File: src/logic/emmc_config.svh
`ifndef EMMC_CONFIG_SVH
`define EMMC_CONFIG_SVH

// field widths
`define EMMC_ARG_W      32
`define EMMC_IDX_W      6
`define EMMC_FRAME_W    48
`define EMMC_DIV_W      8
`define EMMC_INT_W      5

`define EMMC_NCR_MAX    64      // sd rises allowed before the start bit
`define EMMC_DIV_RESET  2

// apb register map
`define EMMC_REG_CLKDIV    8'h00
`define EMMC_REG_ARG       8'h04
`define EMMC_REG_CMD       8'h08    // [5:0] index, [9:8] response type
`define EMMC_REG_STATUS    8'h0C    // bit 0 busy
`define EMMC_REG_INT_STAT  8'h10
`define EMMC_REG_INT_EN    8'h14
`define EMMC_REG_RESP0     8'h18
`define EMMC_REG_RESP1     8'h1C

`endif

File: src/logic/emmc_pkg.sv
`include "emmc_config.svh"

package emmc_pkg;

    typedef enum logic [1:0] {
        RESP_NONE = 2'd0,
        RESP_R1   = 2'd1,
        RESP_R3   = 2'd2
    } resp_type_e;

    typedef struct packed {
        logic [`EMMC_IDX_W-1:0] index;
        logic [`EMMC_ARG_W-1:0] argument;
        resp_type_e             resp_type;
    } cmd_req_t;

    // r1 card status, error bits on top
    typedef struct packed {
        logic [12:0] error;
        logic [5:0]  status_hi;
        logic [3:0]  current_state;
        logic [8:0]  status_lo;
    } r1_status_t;

    typedef struct packed {
        logic        busy;              // low while card powers up
        logic [1:0]  access_mode;
        logic [4:0]  reserved;
        logic [23:0] voltage;
    } ocr_t;

    // r1 and r3 share the 32 bit payload slot
    typedef union packed {
        r1_status_t r1;
        ocr_t       ocr;
    } resp_payload_u;

    typedef struct packed {
        resp_payload_u payload;
        logic          timeout;
        logic          crc_err;
        logic          idx_err;
        logic          card_err;
        logic          done;
    } lane_result_t;

    typedef struct packed {
        logic card_err;
        logic idx_err;
        logic crc_err;
        logic timeout;
        logic cmd_done;
    } int_stat_t;

    // one bit of crc7, poly x^7 + x^3 + 1
    function automatic logic [6:0] crc7_step(input logic [6:0] crc, input logic bit_in);
        logic fb;
        fb = crc[6] ^ bit_in;
        crc7_step = {crc[5:0], 1'b0} ^ (fb ? 7'h09 : 7'h00);
    endfunction

endpackage

File: src/logic/sd_clk_divider.sv
`timescale 1ns/10ps
`include "emmc_config.svh"

module sd_clk_divider (
    input  logic                   s00_axi_aclk,
    input  logic                   arst_n_i,
    input  logic [`EMMC_DIV_W-1:0] divisor_i,
    output logic                   sd_clk_o,
    output logic                   sd_rise_o,
    output logic                   sd_fall_o
);
    localparam int DIV_W = `EMMC_DIV_W;

    logic [DIV_W-1:0] cnt;
    logic [DIV_W-1:0] div_eff;
    logic             tick;

    assign div_eff = (divisor_i == '0) ? DIV_W'(1) : divisor_i;   // clamp to 1
    assign tick    = (cnt >= div_eff);

    always_ff @(posedge s00_axi_aclk or negedge arst_n_i) begin
        if (!arst_n_i) begin
            cnt      <= '0;
            sd_clk_o <= 1'b0;
        end else if (tick) begin
            cnt      <= '0;
            sd_clk_o <= ~sd_clk_o;
        end else begin
            cnt <= cnt + 1'b1;
        end
    end

    // flag the cycle whose edge moves the pin
    assign sd_rise_o = tick & ~sd_clk_o;
    assign sd_fall_o = tick & sd_clk_o;

endmodule

File: src/logic/emmc_cmd_lane.sv
`timescale 1ns/10ps
`include "emmc_config.svh"

module emmc_cmd_lane (
    input  logic                   s00_axi_aclk,
    input  logic                   arst_n_i,
    input  logic                   sd_rise_i,
    input  logic                   sd_fall_i,
    input  logic                   go_i,
    input  emmc_pkg::cmd_req_t     cmd_i,
    input  logic                   cmd_in_i,
    output logic                   cmd_out_o,
    output logic                   cmd_oe_o,
    output emmc_pkg::lane_result_t result_o
);
    import emmc_pkg::*;

    localparam int FRAME_W = `EMMC_FRAME_W;
    localparam int HDR_W   = `EMMC_IDX_W + `EMMC_ARG_W + 2;     // start, dir, index, arg
    localparam int NCR_W   = $clog2(`EMMC_NCR_MAX + 1);

    typedef enum logic [2:0] {ST_IDLE, ST_TX, ST_WAIT, ST_RX, ST_CHECK} lane_state_e;

    lane_state_e      state;
    logic [HDR_W-1:0] out_sr;
    logic [6:0]       tx_crc;
    logic [5:0]       bit_cnt;
    logic [FRAME_W-1:0] in_sr;
    logic [6:0]       rx_crc;
    logic [NCR_W-1:0] ncr;
    logic             rx_active;
    logic             is_r1;
    resp_payload_u    rx_payload;

    assign rx_active  = (state == ST_WAIT) || (state == ST_RX);
    assign is_r1      = (cmd_i.resp_type == RESP_R1);
    assign rx_payload = in_sr[8 +: `EMMC_ARG_W];

    // frame header, loaded on go
    always_ff @(posedge s00_axi_aclk) begin
        if (go_i)
            out_sr <= {2'b01, cmd_i.index, cmd_i.argument};
        else if (state == ST_TX && sd_fall_i && bit_cnt < HDR_W)
            out_sr <= {out_sr[HDR_W-2:0], 1'b0};
    end

    always_ff @(posedge s00_axi_aclk) begin
        if (rx_active && sd_rise_i)
            in_sr <= {in_sr[FRAME_W-2:0], cmd_in_i};
    end

    always_ff @(posedge s00_axi_aclk or negedge arst_n_i) begin
        if (!arst_n_i) begin
            state     <= ST_IDLE;
            cmd_out_o <= 1'b1;
            cmd_oe_o  <= 1'b0;
            bit_cnt   <= '0;
            tx_crc    <= '0;
            rx_crc    <= '0;
            ncr       <= '0;
            result_o  <= '0;
        end else if (go_i) begin
            state    <= ST_TX;
            bit_cnt  <= '0;
            tx_crc   <= '0;
            result_o <= '0;     // done drops until this command ends
        end else begin
            case (state)
                ST_TX: if (sd_fall_i) begin
                    bit_cnt <= bit_cnt + 1'b1;
                    if (bit_cnt < HDR_W) begin
                        cmd_oe_o  <= 1'b1;
                        cmd_out_o <= out_sr[HDR_W-1];
                        tx_crc    <= crc7_step(tx_crc, out_sr[HDR_W-1]);
                    end else if (bit_cnt < FRAME_W - 1) begin
                        cmd_out_o <= tx_crc[6];
                        tx_crc    <= {tx_crc[5:0], 1'b0};
                    end else if (bit_cnt == FRAME_W - 1) begin
                        cmd_out_o <= 1'b1;  // end bit
                    end else begin
                        cmd_oe_o  <= 1'b0;
                        cmd_out_o <= 1'b1;
                        bit_cnt   <= '0;
                        ncr       <= '0;
                        if (cmd_i.resp_type == RESP_NONE) begin
                            result_o.done <= 1'b1;
                            state         <= ST_IDLE;
                        end else begin
                            state <= ST_WAIT;
                        end
                    end
                end
                ST_WAIT: if (sd_rise_i) begin
                    if (!cmd_in_i) begin
                        state   <= ST_RX;
                        bit_cnt <= 6'd1;
                        rx_crc  <= '0;  // start bit leaves crc at zero
                    end else if (ncr == NCR_W'(`EMMC_NCR_MAX - 1)) begin
                        result_o.timeout <= 1'b1;
                        result_o.done    <= 1'b1;
                        state            <= ST_IDLE;
                    end else begin
                        ncr <= ncr + 1'b1;
                    end
                end
                ST_RX: if (sd_rise_i) begin
                    bit_cnt <= bit_cnt + 1'b1;
                    if (bit_cnt < HDR_W)
                        rx_crc <= crc7_step(rx_crc, cmd_in_i);
                    if (bit_cnt == FRAME_W - 1)
                        state <= ST_CHECK;
                end
                ST_CHECK: begin
                    // r3 carries all ones where the crc would be
                    result_o.payload  <= rx_payload;
                    result_o.crc_err  <= is_r1 && (in_sr[7:1] != rx_crc);
                    result_o.idx_err  <= is_r1 && (in_sr[40 +: `EMMC_IDX_W] != cmd_i.index);
                    result_o.card_err <= is_r1 && (rx_payload.r1.error != '0);
                    result_o.done     <= 1'b1;
                    state             <= ST_IDLE;
                end
                default: state <= ST_IDLE;
            endcase
        end
    end

endmodule

File: src/logic/cmd_master.sv
`timescale 1ns/10ps
`include "emmc_config.svh"

module cmd_master (
    input  logic                   s00_axi_aclk,
    input  logic                   arst_n_i,
    input  logic                   start_i,
    input  emmc_pkg::cmd_req_t     cmd_i,
    input  emmc_pkg::lane_result_t lane0_res_i,
    input  emmc_pkg::lane_result_t lane1_res_i,
    output logic                   lane_go_o,
    output emmc_pkg::cmd_req_t     lane_cmd_o,
    output logic                   busy_o,
    output emmc_pkg::int_stat_t    stat_set_o,
    output logic [`EMMC_ARG_W-1:0] resp0_o,
    output logic [`EMMC_ARG_W-1:0] resp1_o
);
    import emmc_pkg::*;

    cmd_req_t cmd_q;
    logic     busy_q;
    logic     go_q;
    logic     finish;

    // lanes still show the old done bits while go is out
    assign finish     = busy_q & ~go_q & lane0_res_i.done & lane1_res_i.done;
    assign busy_o     = busy_q | start_i;
    assign lane_go_o  = go_q;
    assign lane_cmd_o = cmd_q;

    always_ff @(posedge s00_axi_aclk or negedge arst_n_i) begin
        if (!arst_n_i) begin
            cmd_q   <= '0;
            busy_q  <= 1'b0;
            go_q    <= 1'b0;
            resp0_o <= '0;
            resp1_o <= '0;
        end else begin
            go_q <= start_i & ~busy_q;
            if (start_i && !busy_q) begin
                cmd_q  <= cmd_i;
                busy_q <= 1'b1;
            end else if (finish) begin
                busy_q  <= 1'b0;
                resp0_o <= lane0_res_i.payload;
                resp1_o <= lane1_res_i.payload;
            end
        end
    end

    // events land in int_stat on the edge that clears busy
    always_comb begin
        stat_set_o = '0;
        if (finish) begin
            stat_set_o.cmd_done = 1'b1;
            stat_set_o.timeout  = lane0_res_i.timeout | lane1_res_i.timeout;
            stat_set_o.crc_err  = lane0_res_i.crc_err | lane1_res_i.crc_err;
            stat_set_o.idx_err  = lane0_res_i.idx_err | lane1_res_i.idx_err;
            stat_set_o.card_err = lane0_res_i.card_err | lane1_res_i.card_err;
        end
    end

endmodule

File: src/logic/host_regs_apb.sv
`timescale 1ns/10ps
`include "emmc_config.svh"

module host_regs_apb (
    input  logic                   s00_axi_aclk,
    input  logic                   arst_n_i,
    input  logic                   psel_i,
    input  logic                   penable_i,
    input  logic                   pwrite_i,
    input  logic [7:0]             paddr_i,
    input  logic [31:0]            pwdata_i,
    output logic [31:0]            prdata_o,
    output logic                   pready_o,
    output logic                   pslverr_o,
    input  logic                   busy_i,
    input  emmc_pkg::int_stat_t    stat_set_i,
    input  logic [`EMMC_ARG_W-1:0] resp0_i,
    input  logic [`EMMC_ARG_W-1:0] resp1_i,
    output logic [`EMMC_DIV_W-1:0] divisor_o,
    output emmc_pkg::cmd_req_t     cmd_o,
    output logic                   start_o,
    output logic                   interrupt_o
);
    import emmc_pkg::*;

    localparam logic [`EMMC_DIV_W-1:0] DIV_RESET = `EMMC_DIV_RESET;

    logic                   wr_en;
    logic                   cmd_wr;
    logic [`EMMC_INT_W-1:0] w1c;
    logic [`EMMC_DIV_W-1:0] clkdiv_q;
    logic [`EMMC_INT_W-1:0] int_en_q;
    cmd_req_t               cmd_q;
    int_stat_t              int_stat_q;

    assign wr_en  = psel_i & penable_i & pwrite_i;
    assign cmd_wr = wr_en && (paddr_i == `EMMC_REG_CMD);
    assign w1c    = (wr_en && paddr_i == `EMMC_REG_INT_STAT) ? pwdata_i[`EMMC_INT_W-1:0] : '0;

    assign pready_o    = 1'b1;
    assign pslverr_o   = cmd_wr & busy_i;      // command already running
    assign divisor_o   = clkdiv_q;
    assign cmd_o       = cmd_q;
    assign interrupt_o = |(int_stat_q & int_en_q);

    always_ff @(posedge s00_axi_aclk or negedge arst_n_i) begin
        if (!arst_n_i) begin
            clkdiv_q   <= DIV_RESET;
            int_en_q   <= '0;
            cmd_q      <= '0;
            int_stat_q <= '0;
            start_o    <= 1'b0;
        end else begin
            start_o    <= cmd_wr & ~busy_i;
            int_stat_q <= (int_stat_q & ~w1c) | stat_set_i;     // set beats clear
            if (wr_en) begin
                case (paddr_i)
                    `EMMC_REG_CLKDIV: clkdiv_q <= pwdata_i[`EMMC_DIV_W-1:0];
                    `EMMC_REG_ARG:    cmd_q.argument <= pwdata_i;
                    `EMMC_REG_CMD: if (!busy_i) begin
                        cmd_q.index     <= pwdata_i[`EMMC_IDX_W-1:0];
                        cmd_q.resp_type <= resp_type_e'(pwdata_i[9:8]);
                    end
                    `EMMC_REG_INT_EN: int_en_q <= pwdata_i[`EMMC_INT_W-1:0];
                    default: ;
                endcase
            end
        end
    end

    always_comb begin
        prdata_o = '0;
        case (paddr_i)
            `EMMC_REG_CLKDIV:   prdata_o[`EMMC_DIV_W-1:0] = clkdiv_q;
            `EMMC_REG_ARG:      prdata_o = cmd_q.argument;
            `EMMC_REG_CMD: begin
                prdata_o[`EMMC_IDX_W-1:0] = cmd_q.index;
                prdata_o[9:8]             = cmd_q.resp_type;
            end
            `EMMC_REG_STATUS:   prdata_o[0] = busy_i;
            `EMMC_REG_INT_STAT: prdata_o[`EMMC_INT_W-1:0] = int_stat_q;
            `EMMC_REG_INT_EN:   prdata_o[`EMMC_INT_W-1:0] = int_en_q;
            `EMMC_REG_RESP0:    prdata_o = resp0_i;
            `EMMC_REG_RESP1:    prdata_o = resp1_i;
            default:            prdata_o = '0;
        endcase
    end

endmodule

File: src/logic/raid0_cmd_host.sv
`timescale 1ns/10ps
`include "emmc_config.svh"

module raid0_cmd_host (
    input  logic        s00_axi_aclk,
    input  logic        arst_n_i,
    // apb slave
    input  logic        psel_i,
    input  logic        penable_i,
    input  logic        pwrite_i,
    input  logic [7:0]  paddr_i,
    input  logic [31:0] pwdata_i,
    output logic [31:0] prdata_o,
    output logic        pready_o,
    output logic        pslverr_o,
    // emmc pins, card 0 and card 1
    output logic        sd_clk_o,
    output logic        sd_cmd_o,
    output logic        sd_cmd_t_o,
    input  logic        sd_cmd_i,
    output logic        sd_cmd1_o,
    output logic        sd_cmd1_t_o,
    input  logic        sd_cmd1_i,
    output logic        interrupt_o
);
    import emmc_pkg::*;

    logic [`EMMC_DIV_W-1:0] divisor;
    logic                   sd_rise;
    logic                   sd_fall;
    logic                   cmd_start;
    logic                   busy;
    logic                   lane_go;
    cmd_req_t               host_cmd;
    cmd_req_t               lane_cmd;
    int_stat_t              stat_set;
    lane_result_t           lane0_res;
    lane_result_t           lane1_res;
    logic [`EMMC_ARG_W-1:0] resp0;
    logic [`EMMC_ARG_W-1:0] resp1;

    host_regs_apb host_regs_apb_inst (
        .s00_axi_aclk (s00_axi_aclk), .arst_n_i (arst_n_i),
        .psel_i (psel_i), .penable_i (penable_i), .pwrite_i (pwrite_i),
        .paddr_i (paddr_i), .pwdata_i (pwdata_i), .prdata_o (prdata_o),
        .pready_o (pready_o), .pslverr_o (pslverr_o),
        .busy_i (busy), .stat_set_i (stat_set), .resp0_i (resp0), .resp1_i (resp1),
        .divisor_o (divisor), .cmd_o (host_cmd), .start_o (cmd_start),
        .interrupt_o (interrupt_o)
    );

    sd_clk_divider sd_clk_divider_inst (
        .s00_axi_aclk (s00_axi_aclk), .arst_n_i (arst_n_i), .divisor_i (divisor),
        .sd_clk_o (sd_clk_o), .sd_rise_o (sd_rise), .sd_fall_o (sd_fall)
    );

    cmd_master cmd_master_inst (
        .s00_axi_aclk (s00_axi_aclk), .arst_n_i (arst_n_i),
        .start_i (cmd_start), .cmd_i (host_cmd),
        .lane0_res_i (lane0_res), .lane1_res_i (lane1_res),
        .lane_go_o (lane_go), .lane_cmd_o (lane_cmd), .busy_o (busy),
        .stat_set_o (stat_set), .resp0_o (resp0), .resp1_o (resp1)
    );

    // both lanes run the same frame in lockstep
    emmc_cmd_lane lane0 (
        .s00_axi_aclk (s00_axi_aclk), .arst_n_i (arst_n_i),
        .sd_rise_i (sd_rise), .sd_fall_i (sd_fall), .go_i (lane_go), .cmd_i (lane_cmd),
        .cmd_in_i (sd_cmd_i), .cmd_out_o (sd_cmd_o), .cmd_oe_o (sd_cmd_t_o),
        .result_o (lane0_res)
    );

    emmc_cmd_lane lane1 (
        .s00_axi_aclk (s00_axi_aclk), .arst_n_i (arst_n_i),
        .sd_rise_i (sd_rise), .sd_fall_i (sd_fall), .go_i (lane_go), .cmd_i (lane_cmd),
        .cmd_in_i (sd_cmd1_i), .cmd_out_o (sd_cmd1_o), .cmd_oe_o (sd_cmd1_t_o),
        .result_o (lane1_res)
    );

endmodule

File: config.mk
export PLATFORM = sky130hd
export DESIGN_NAME = raid0_cmd_host
export DESIGN_NICKNAME = d
export VERILOG_FILES = /design/src/logic/emmc_pkg.sv /design/src/logic/sd_clk_divider.sv /design/src/logic/emmc_cmd_lane.sv /design/src/logic/cmd_master.sv /design/src/logic/host_regs_apb.sv /design/src/logic/raid0_cmd_host.sv
export VERILOG_INCLUDE_DIRS = /design/src /design/src/logic
export SDC_FILE = /design/constraint.sdc
export NUM_CORES = 1
export LEC_CHECK = 0
export ABC_AREA = 1
export ABC_CLOCK_PERIOD_IN_PS = 3500
export BUFFER_PORTS_ARGS = -buffer_cell sky130_fd_sc_hd__buf_2
export CAP_MARGIN = 20
export CORE_ASPECT_RATIO = 1.4
export CORE_MARGIN = 1.5
export CORE_UTILIZATION = 45
export DETAILED_ROUTE_END_ITERATION = 16
export GPL_TIMING_DRIVEN = 0
export MAX_ROUTING_LAYER = met4
export PLACE_DENSITY_LB_ADDON = 0.15
export SKIP_CTS_REPAIR_TIMING = 1
export SLEW_MARGIN = 15
export SYNTH_ARGS = -nofsm -noshare
export SYNTH_HDL_FRONTEND = slang
export SYNTH_SLANG_ARGS = --single-unit
File: constraint.sdc
create_clock -name s00_axi_aclk -period 3.5 [get_ports s00_axi_aclk]
set_input_delay 0.175 -clock s00_axi_aclk [delete_from_list [all_inputs] [get_ports s00_axi_aclk]]
set_output_delay 0.175 -clock s00_axi_aclk [all_outputs]
set_load 0.005 [all_outputs]
==> impl_metrics.py, run 1 <==
metrics = {
    "run_status": {
        "outcome": "complete, no violations",
    },
    "synth": {
        "synth_edf_count": 168,
        "synth_xor_area_share_pct": 1.24,
        "synth_top_family_by_area": "simple AND/OR/NAND/NOR gates",
        "synth_adder_area_share_pct": 0.791,
        "yosysSeqAreaShare_pct": 62.9,
        "muxShareOfSynthArea_pct": 0,
        "synth_simple_gate_area_share_pct": 18.3,
        "synth_top_area_share_pct": 37.6,
        "synthDistinctLibCells": 56,
        "synth-compound-area-share_pct": 10.5,
        "yosysTopAreaCell": "dfrtp_1",
        "ys_async_sr_fraction_pct": 64.5,
        "ys_top_cells_by_area": "dfrtp_1 38%, edfxtp_1 25%, nand2_1 11%",
        "syn-cell-area_mm2": 0.0206,
        "synth_nets": 2174,
        "yosys_warnings": 0,
        "post_synth.cell_area_avg_um2": 9.72,
        "postSynthCellCount": 2114,
        "yosys_most_used_dff": "dfrtp_1",
        "yosys_register_bits": 484,
    },
    "grt": {
        "grt_pass1_vias": 15100,
        "grt_util_all_layers_pct": 23.3,
        "grt_overflow": 0,
        "antenna_found_initial": 0,
        "grt_max_degree": 99,
        "grt_pass1_wl_mm": 82.6,
    },
    "drt": {
        "drtIter0Drc": 1047,
        "dr_wl_met3_mm": 2.06,
        "drt_pass1_iterations": 5,
        "drt-wirelength-per-cell_um": 17.9,
        "antenna_left": 0,
        "remaining_drc_errors": 0,
        "wl_met1_mm": 22.2,
        "routed-wl-met2_mm": 26.2,
        "via_per_inst": 5.14,
        "vias": 15100,
        "top_layer": "met4",
        "drt-total-wl_mm": 52.5,
    },
    "worst_setup_path": {
        "end_kind": "flop",
        "critPathTopFamily": "simple AND/OR/NAND/NOR gates",
        "cp-start-kind": "flop",
        "cp_num_buf_inv": 3,
        "crit_chain": "inv_1 -> nand4_1 -> o41ai_1 -> ha_1 -> nand4_1 -> nand3_2 -> nand2_4 -> buf_6 -> nor2_4 -> buf_12",
        "critPathMostFrequentCell": "nand4_1",
        "startpoint": "host_regs_apb_inst.divisor_o[2]$_DFFE_PN0P_",
        "slowest_delay_ns": 0.66,
        "worstPathRequired_ns": 3.76,
        "critPathArrivalTime_ns": 3.61,
        "crit_path_max_fanout": 30,
        "r2r-start": "host_regs_apb_inst.divisor_o[2]$_DFFE_PN0P_",
        "cp_slowest_cell": "o41ai_1",
        "critPathKind": "flop to flop",
    },
    "clocking": {
        "clk_latency_ns": 0.59,
        "numClockSinks": 484,
        "cts_made_buffers": 47,
        "cts_buffer_depth": 3,
        "h-tree-depth": 2,
        "ctsRootBufferMaster": "clkbuf_16",
        "cts_tree": "built",
        "path_clk_slew_ns": 0.06,
    },
    "floorplan": {
        "core_mm2": 0.0450,
        "die_area_mm2": 0.0470,
        "rows": 92,
        "start_util_pct": 45.7,
        "pin_count": 87,
        "die-width_um": 184,
        "die_h_um": 256,
    },
    "placed_design": {
        "dp_hpwl_mm": 38.8,
        "dpl_cell_area_mm2": 0.0220,
        "dp_cells": 2818,
        "globalplace.congestion": 0.933,
        "io_buffers": 85,
    },
    "final_layout": {
        "n_fill_cell": 4109,
        "drive_gt1_share_pct": 11.4,
        "register_area_mm2": 0.0129,
        "area_delta_synth_final_pct": 16.3,
        "final_core_util_pct": 53.1,
        "mostFrequentLayoutCells": "607 x nand2_1, 309 x dfrtp_1, 224 x o21ai_0",
        "final_common_cell": "nand2_1",
        "multi_input_area_mm2": 0.00638,
        "n_antenna_cell": 0,
        "final_area_mm2": 0.0239,
        "instances_no_fill": 2942,
        "final_nets": 2352,
    },
    "sta": {
        "finalSetupTns_ns": 0,
        "fin_skew_ns": 0.0276,
        "grt_setup_unrepaired": "false",
        "fin_crit_ns": 3.35,
        "setup_violations": 0,
        "finalCritPeriodShare_pct": 95.7,
        "timing_hold_violations_final": 0,
        "drv_slew": 0,
        "worstMarginPinSlew_ns": 0.974,
        "max_freq_mhz": 299,
        "relSlewSlack_pct": 34.5,
    },
    "power": {
        "finalPower_w": 0.0116,
        "powerDensity_mw_per_mm2": 487,
        "ir_drop_v": 0.000395,
        "p_leak_nw": 10.7,
    },
    "min_path": {
        "hold_class": "input pin to asynchronous set/reset pin",
    },
    "run": {
        "cap_viol_max_count": 0,
    },
}
[synth_stat cells (4+ instances only)]
library cell and count:
a21oi_1 60, buf_2 29, buf_4 8, clkbuf_1 40, dfrtp_1 309, dfxtp_1 4, edfxtp_1 168, ha_1 13
inv_1 223, inv_2 10, nand2_1 608, nand2_2 11, nand3_1 85, nand3_2 8, nand4_1 34, nor2_1 92
nor2_2 5, nor3_1 14, nor3b_1 4, nor4_1 8, o2111ai_1 4, o211ai_1 26, o21ai_0 224, o21ai_1 20
o21ai_2 6, o22ai_1 26, xnor2_1 14, xor2_1 15
[area by class of cell]
class / count / share of cell area, %
Buffer: 82 / 1.66
Clock buffer: 68 / 5.46
Clock inverter: 20 / 1.15
Inverter: 234 / 3.67
Multi-Input combinational cell: 1315 / 26.7
Sequential cell: 484 / 54.1
Tap cell: 611 / 3.20
Timing Repair Buffer: 128 / 4.08
[flip-flops by register name, indices dropped and copies added, names as in the netlist, 8 cells and up]
| register | flops |
|---|---|
| lane0.in_sr | 46 |
| lane1.in_sr | 46 |
| cmd_master_inst.lane_cmd_o | 40 |
| host_regs_apb_inst.cmd_o | 40 |
| lane0.out_sr | 40 |
| lane1.out_sr | 40 |
| lane0.result_o | 37 |
| lane1.result_o | 37 |
| cmd_master_inst.resp0_o | 32 |
| cmd_master_inst.resp1_o | 32 |
| host_regs_apb_inst.divisor_o | 8 |
| sd_clk_divider_inst.cnt | 8 |
[path summary, 6_finish.rpt]
| path | endpoint | slack, ns | depth (start not counted) |
|---|---|---|---|
| worst min register to register | lane0.in_sr[1]$_DFFE_PP_ | 0.42 | 0 |
| min in group s00_axi_aclk | host_regs_apb_inst.cmd_o[11]$_DFFE_PN0P_ | 0.12 | 6 |
| max in group asynchronous | lane1.ncr[3]$_DFFE_PN0P_ | 1.76 | 5 |
| worst min-delay path | lane1.result_o[23]$_DFFE_PN0N_ | 0.05 | 2 |
| worst max-delay path | lane1.in_sr[14]$_DFFE_PP_ | 0.15 | 10 |
| worst max register to register | lane1.in_sr[14]$_DFFE_PP_ | 0.15 | 10 |
[routing by layer]
layer	track usage, %	up-vias
li1	-	7336
met1	29.3	7337
met2	38.6	332
met3	2.79	118
met4	8.40	0
met5	-	-
[kinds of logic after synthesis]
| group | Yosys count |
|---|---|
| other | 1 |
| xor gates and xnor gates | 29 |
| buffers and inverters | 316 |
| adders and majority gates | 13 |
| and+or+nand+nor | 885 |
| DFF | 484 |
| AOI/OAI and AO/OA | 386 |
[through the flow]
stage | worst slack (ns) | hold slack [ns]
floorplan | -0.394 | -0.121
global placement | -3.79 | 0.405
detailed placement | 0.0630 | 0.0772
CTS | 0.0835 | -0.555
global route | 0.0128 | 0.0904
finish | 0.151 | 0.0515
[power by group]
group / total, W / switching (W) / leakage, nW / internal (W)
logic: 0.000495 / 0.000337 / 4.19 / 0.000158
clock network: 0.00522 / 0.00222 / 0.770 / 0.00300
registers: 0.00592 / 0.0000438 / 5.70 / 0.00588
Note: power is estimated with default switching activity, not from simulation.
==> inputs of run 2 (changes only) <==
ABC_AREA = unset   (was 1)
SYNTH_HIERARCHICAL = 1   (was unset)
==> impl_metrics.py, run 2 <==
metrics = {
    "grt": {
        "grt_overflow": 0,
        "grt_pass1_vias": 13200,
        "grt_pass1_wl_mm": 76.8,
        "grt_max_degree": 98,
        "antenna_found_initial": 1,
        "grt_util_all_layers_pct": 21.8,
    },
    "drt": {
        "drt-wirelength-per-cell_um": 21.3,
        "drt_pass1_iterations": 5,
        "via_per_inst": 5.52,
        "antenna_left": 0,
        "vias": 12800,
        "drt-total-wl_mm": 49.4,
        "remaining_drc_errors": 0,
        "drtIter0Drc": 679,
    },
    "floorplan": {
        "start_util_pct": 45.8,
        "pin_count": 87,
        "die-width_um": 184,
        "die_area_mm2": 0.0474,
        "core_mm2": 0.0452,
        "rows": 92,
        "die_h_um": 257,
    },
    "synth": {
        "yosys_warnings": 6,
        "yosys_register_bits": 484,
        "synth_edf_count": 168,
        "synth_nets": 1545,
        "yosysMostFrequentCell": "dfrtp_1",
        "yosysSeqAreaShare_pct": 62.4,
        "synth_top_area_share_pct": 37.3,
        "yosysTopAreaCell": "dfrtp_1",
        "ys_top_cells_by_area": "dfrtp_1 37%, edfxtp_1 24%, mux2_2 11%",
        "ys_async_sr_fraction_pct": 64.5,
        "postSynthCellCount": 1485,
        "yosys_most_used_dff": "dfrtp_1",
        "syn-cell-area_mm2": 0.0207,
        "synthDistinctLibCells": 92,
        "synthTopCellsByCount": "309 x dfrtp_1, 194 x mux2_2, 168 x edfxtp_1",
        "post_synth.cell_area_avg_um2": 14.0,
    },
    "sta": {
        "relSlewSlack_pct": 42.8,
        "max_freq_mhz": 292,
        "timing_hold_violations_final": 0,
        "setup_violations": 0,
        "drv_slew": 0,
        "finalCritPeriodShare_pct": 97.7,
        "fin_hold_ws_ns": 0.170,
        "fin_crit_ns": 3.42,
        "worstMarginPinSlew_ns": 0.851,
        "fin_skew_ns": 0.0154,
    },
    "power": {
        "powerDensity_mw_per_mm2": 581,
        "p_leak_nw": 10.6,
        "ir_drop_v": 0.000327,
    },
    "run_status": {
        "outcome": "complete, no violations",
    },
    "clocking": {
        "ctsRootBufferMaster": "clkbuf_16",
        "cts_tree": "built",
        "cts_buffer_depth": 3,
        "cts_made_buffers": 48,
        "h-tree-depth": 2,
        "path_clk_slew_ns": 0.06,
        "numClockSinks": 484,
        "clk_latency_ns": 0.59,
    },
    "worst_setup_path": {
        "critPathKind": "flop to flop",
        "end_kind": "flop",
        "critPathArrivalTime_ns": 3.71,
        "worstPathRequired_ns": 3.79,
        "cp-start-kind": "flop",
        "crit_path_max_fanout": 19,
    },
    "final_layout": {
        "final_core_util_pct": 53.7,
        "final_nets": 1728,
        "area_delta_synth_final_pct": 17.3,
        "instances_no_fill": 2321,
        "mostFrequentLayoutCells": "309 x dfrtp_1, 194 x mux2_2, 168 x edfxtp_1",
        "top_regs": "lane0/in_sr x46, lane1/in_sr x46",
        "drive_gt1_share_pct": 29.1,
        "final_common_cell": "dfrtp_1",
    },
    "placed_design": {
        "io_buffers": 82,
        "dp_cells": 2184,
        "globalplace.congestion": 0.846,
        "dp_hpwl_mm": 34.4,
    },
    "min_path": {
        "hold_class": "input pin to flop",
    },
    "run": {
        "cap_viol_max_count": 0,
    },
}
==> run 2: changes by cell type in the layout (fill, tap and decap cells not counted), sizes merged, moves of 53 or more <==
cell   previous run  this run
o21ai           250        44
nand3            93        21
inv             236        40
a22o              3        84
nor2            101        48
nand2           621       108
mux2              0       235
==> run 2: final cells by class <==
cell class,instances,area [um^2]
Fill cell,3774,20900
Sequential cell,484,12900
Multi-Input combinational cell,885,7380
Clock buffer,70,1400
Timing Repair Buffer,131,1010
Tap cell,611,764
Buffer,81,430
Clock inverter,20,244
Inverter,37,139
Antenna cell,2,5.00
==> run 2: final timing paths <==
| path | slack, ns | startpoint | depth (start not counted) | to |
|---|---|---|---|---|
| max reg2reg | 0.08 | host_regs_apb_inst/divisor_o[1]$_DFFE_PN1P_ | 14 | lane0/out_sr[22]$_DFFE_PP_ |
| max | 0.08 | host_regs_apb_inst/divisor_o[1]$_DFFE_PN1P_ | 14 | lane0/out_sr[22]$_DFFE_PP_ |
| max in group asynchronous | 2.06 | arst_n_i | 4 | host_regs_apb_inst/divisor_o[1]$_DFFE_PN1P_ |
| min in group asynchronous | 0.19 | arst_n_i | 2 | lane1/result_o[28]$_DFFE_PN0P_ |
| min | 0.17 | penable_i | 3 | host_regs_apb_inst/start_o$_DFF_PN0_ |
| min reg2reg | 0.42 | lane0/in_sr[0]$_DFFE_PP_ | 0 | lane0/in_sr[1]$_DFFE_PP_ |
==> run 2: kinds of logic (layout without fill, tap and decap cells) <==
logic type,Yosys count,in the layout,synth area share (%)
and+or+nand+nor,307,309,8.03
muxes,252,252,14.2
DFF,484,484,62.4
other,1,3,0.0181
buffers and inverters,118,339,2.71
xor gates and xnor gates,41,41,1.73
adders and majority gates,13,13,0.785
AOI/OAI and AO/OA,269,269,10.1
==> run 2: routing by layer <==
metal / GRT usage [%] / wire, um / up-vias
met5: - / 0 / -
met4: 6.94 / 1160 / 0
met3: 2.56 / 1450 / 73
met2: 36.5 / 25400 / 222
met1: 27.7 / 21400 / 6601
li1: - / - / 5910
==> run 2: where the power goes <==
group / internal, W / switching [W]
clock: 0.00315 / 0.00219
combinational: 0.000864 / 0.00112
sequential: 0.00644 / 0.000361
total: 0.0105 / 0.00367
==> run 2: critical path: stages, from the launching register on <==
cell       delay (ns)
dfstp_2          0.56
nor4_1           0.05
a41o_1           0.25
ha_1             0.27
nand2b_4         0.12
a2111oi_4        0.07
o41ai_4          0.33
buf_4            0.18
buf_6            0.09
and2_4           0.21
nor4bb_4         0.32
buf_6            0.18
nand2_4          0.12
nand2_8          0.17
buf_16           0.18
==> run 2: metrics by stage <==
step | TNS [ns] | power [W] | setup slack (ns) | area [um^2]
floorplan | 0 | 0.00807 | 0.116 | 20700
global placement | -1351.15 | 0.00862 | -3.92 | 21900
detailed placement | -99.17 | 0.00871 | -0.823 | 22100
CTS | -101.67 | 0.0141 | -0.855 | 23700
global route | -3.16 | 0.0148 | -0.0753 | 24300
finish | 0 | 0.0141 | 0.0800 | 24300
==> inputs of run 3 (changes only) <==
ABC_AREA = 1   (was unset)
ABC_CLOCK_PERIOD_IN_PS = 3300   (was 3500)
SLEW_MARGIN = 0   (was 15)
clock period = 3.3 ns   (was 3.5 ns; I/O delays follow)
==> impl_metrics.py, run 3 <==
metrics = {
    "min_path": {
        "hp-start": "paddr_i[4]",
        "holdPathStages": 6,
        "hold_class": "input pin to flop",
        "hold_end": "host_regs_apb_inst/int_stat_q[3]$_DFF_PN0_",
    },
    "clocking": {
        "cts_tree": "built",
        "cts_buffer_depth": 3,
        "path_clk_slew_ns": 0.07,
        "clk_latency_ns": 0.58,
        "ctsRootBufferMaster": "clkbuf_16",
        "cts_made_buffers": 47,
        "numClockSinks": 484,
        "h-tree-depth": 2,
    },
    "sta": {
        "max_freq_mhz": 329,
        "relSlewSlack_pct": 33.5,
        "timing_hold_violations_final": 0,
        "grt_setup_unrepaired": "false",
        "finalCritPeriodShare_pct": 92.1,
        "worstMarginPinSlew_ns": 0.997,
        "fin_crit_ns": 3.04,
        "finalSetupTns_ns": 0,
        "setup_violations": 0,
        "fin_skew_ns": 0.0223,
        "drv_slew": 0,
    },
    "floorplan": {
        "die_area_mm2": 0.0494,
        "core_mm2": 0.0473,
        "pin_count": 87,
        "die_h_um": 262,
        "rows": 94,
        "die-width_um": 188,
        "start_util_pct": 45.7,
    },
    "drt": {
        "drt-total-wl_mm": 58.0,
        "antenna_left": 0,
        "drt_pass1_iterations": 7,
        "drt-wirelength-per-cell_um": 17.9,
        "via_per_inst": 5.16,
        "drtIter0Drc": 1282,
        "vias": 16800,
        "remaining_drc_errors": 0,
    },
    "synth": {
        "yosysMostFrequentCell": "nand2_1",
        "yosys_warnings": 6,
        "ys_top_cells_by_area": "dfrtp_1 36%, edfxtp_1 23%, nand2_1 17%",
        "yosysTopAreaCell": "dfrtp_1",
        "ys_async_sr_fraction_pct": 64.5,
        "yosys_register_bits": 484,
        "yosysSeqAreaShare_pct": 59.8,
        "yosys_most_used_dff": "dfrtp_1",
        "synth_top_area_share_pct": 35.7,
        "post_synth.cell_area_avg_um2": 8.99,
        "synthDistinctLibCells": 49,
        "synth_edf_count": 168,
        "synthTopCellsByCount": "1005 x nand2_1, 309 x dfrtp_1, 274 x nand3_1",
        "postSynthCellCount": 2405,
        "synth_nets": 2465,
        "syn-cell-area_mm2": 0.0216,
    },
    "worst_setup_path": {
        "end_kind": "flop",
        "worstPathRequired_ns": 3.57,
        "r2r_end": "lane0/in_sr[20]$_DFFE_PP_",
        "r2r_cells": 15,
        "cp-start-kind": "flop",
        "crit_path_max_fanout": 34,
        "r2r-start": "host_regs_apb_inst/divisor_o[1]$_DFFE_PN1P_",
        "critPathArrivalTime_ns": 3.30,
        "rrSetupSlack_ns": 0.26,
        "critPathKind": "flop to flop",
    },
    "power": {
        "finalPower_w": 0.0121,
        "pwr-share-comb_pct": 5.4,
        "p_sw_w": 0.00284,
        "swShare_pct": 23.4,
        "ir_drop_v": 0.000408,
        "powerDensity_mw_per_mm2": 487,
        "internal_power_w": 0.00928,
        "pwr-share-seq_pct": 51.9,
        "p_leak_nw": 12.2,
        "clkPwrFrac_pct": 42.7,
    },
    "final_layout": {
        "top_regs": "lane0/in_sr x46, lane1/in_sr x46",
        "area_delta_synth_final_pct": 14.9,
        "n_fill_cell": 4448,
        "drive_gt1_share_pct": 12.5,
        "multi_input_area_mm2": 0.00767,
        "final_core_util_pct": 52.6,
        "mostFrequentLayoutCells": "1001 x nand2_1, 309 x dfrtp_1, 274 x nand3_1",
        "register_area_mm2": 0.0129,
        "final_area_mm2": 0.0249,
        "final_nets": 2644,
        "n_antenna_cell": 0,
        "final_common_cell": "nand2_1",
    },
    "grt": {
        "grt_overflow": 0,
        "antenna_found_initial": 0,
        "grt_pass1_vias": 16400,
        "grt_util_all_layers_pct": 24.1,
        "grt_max_degree": 118,
        "grt_pass1_wl_mm": 90.9,
    },
    "placed_design": {
        "dp_hpwl_mm": 41.9,
        "dpl_cell_area_mm2": 0.0230,
        "io_buffers": 85,
        "globalplace.congestion": 0.947,
    },
    "run_status": {
        "outcome": "complete, no violations",
    },
    "run": {
        "cap_viol_max_count": 0,
    },
}
run 3: cell count changes after synthesis, moves of 77 or more:
cell	delta
nor2_1	+77
a22o_1	-84
nand3_1	+253
mux2_2	-194
nand2_1	+898
inv_1	+89
run 3: logic make-up after synthesis:
kind of cell    share of synthesized area (%)
simple gates                             29.6
flops                                    59.8
buf+inv                                  5.02
compound gates                           3.23
xor+xnor                                 1.54
fa+ha+maj                               0.752
other cells                            0.0173
run 3: layer usage:
| metal | GRT usage, % | vias up | wire length, um |
|---|---|---|---|
| met5 | - | - | 0 |
| met4 | 8.13 | 0 | 1960 |
| met3 | 2.56 | 103 | 2470 |
| met2 | 39.3 | 413 | 28500 |
| met1 | 31.6 | 8121 | 25000 |
| li1 | - | 8117 | - |
run 3: power by group through the flow:
| stage | Sequential (W) | Combinational [W] | Clock [W] |
|---|---|---|---|
| final | 0.00630 | 0.000652 | 0.00517 |
| after floorplan | 0.00640 | 0.000307 | 0 |
| after global placement | 0.00641 | 0.000586 | 0 |
| after detailed placement | 0.00641 | 0.000617 | 0 |
| after global routing | 0.00630 | 0.000728 | 0.00553 |
| after CTS | 0.00629 | 0.000620 | 0.00530 |
run 3: cell type report:
cell class	instances	share of cell area, %
clock buffers	68	5.29
repair buffers	129	3.74
plain buffers	95	2.08
well taps	624	3.14
inverters	150	2.29
flip-flops and latches	484	52.0
clock inverters	20	0.549
multi-input cells	1677	30.9
run 3: worst max-delay path, stage by stage, from the launching register on:
cell      delay, ns
dfstp_2        0.56
inv_1          0.07
nand3_1        0.08
o21bai_1       0.08
ha_1           0.28
nand2_1        0.04
nand3_1        0.08
nand2_1        0.06
nand2_1        0.06
nand2_1        0.12
nand2_4        0.14
nand2_2        0.15
inv_4          0.15
inv_1          0.13
nor2_4         0.42
buf_12         0.28
run 3: stage by stage:
| stage | std cells | worst slack [ns] | hold WS (ns) |
|---|---|---|---|
| 2_1_floorplan | 2405 | 0.0872 | -0.131 |
| 3_3_place_gp | 3114 | -4.04 | 0.407 |
| 3_5_place_dp | 3120 | -0.286 | 0.271 |
| 4_1_cts | 3208 | -0.312 | -0.348 |
| 5_1_grt | 3247 | 0.0372 | 0.128 |
| 6_report | 3247 | 0.261 | 0.138 |
run 3: worst max path at each step:
stage                                               end                                   startpoint  depth (start not counted)  slack [ns]
after CTS                     lane0/out_sr[1]$_DFFE_PP_  host_regs_apb_inst/divisor_o[1]$_DFFE_PN1P_                         17       -0.31
after detailed placement      lane0/out_sr[2]$_DFFE_PP_  host_regs_apb_inst/divisor_o[1]$_DFFE_PN1P_                         17       -0.29
after global placement         lane0/ncr[5]$_DFFE_PN0P_                                     arst_n_i                          1       -4.04
after floorplan           lane1/out_sr[0]$_SDFFCE_PN0P_  host_regs_apb_inst/divisor_o[1]$_DFFE_PN1P_                         14        0.09
after global routing          lane0/out_sr[4]$_DFFE_PP_  host_regs_apb_inst/divisor_o[1]$_DFFE_PN1P_                         17        0.04
final                         lane0/in_sr[20]$_DFFE_PP_  host_regs_apb_inst/divisor_o[1]$_DFFE_PN1P_                         15        0.26
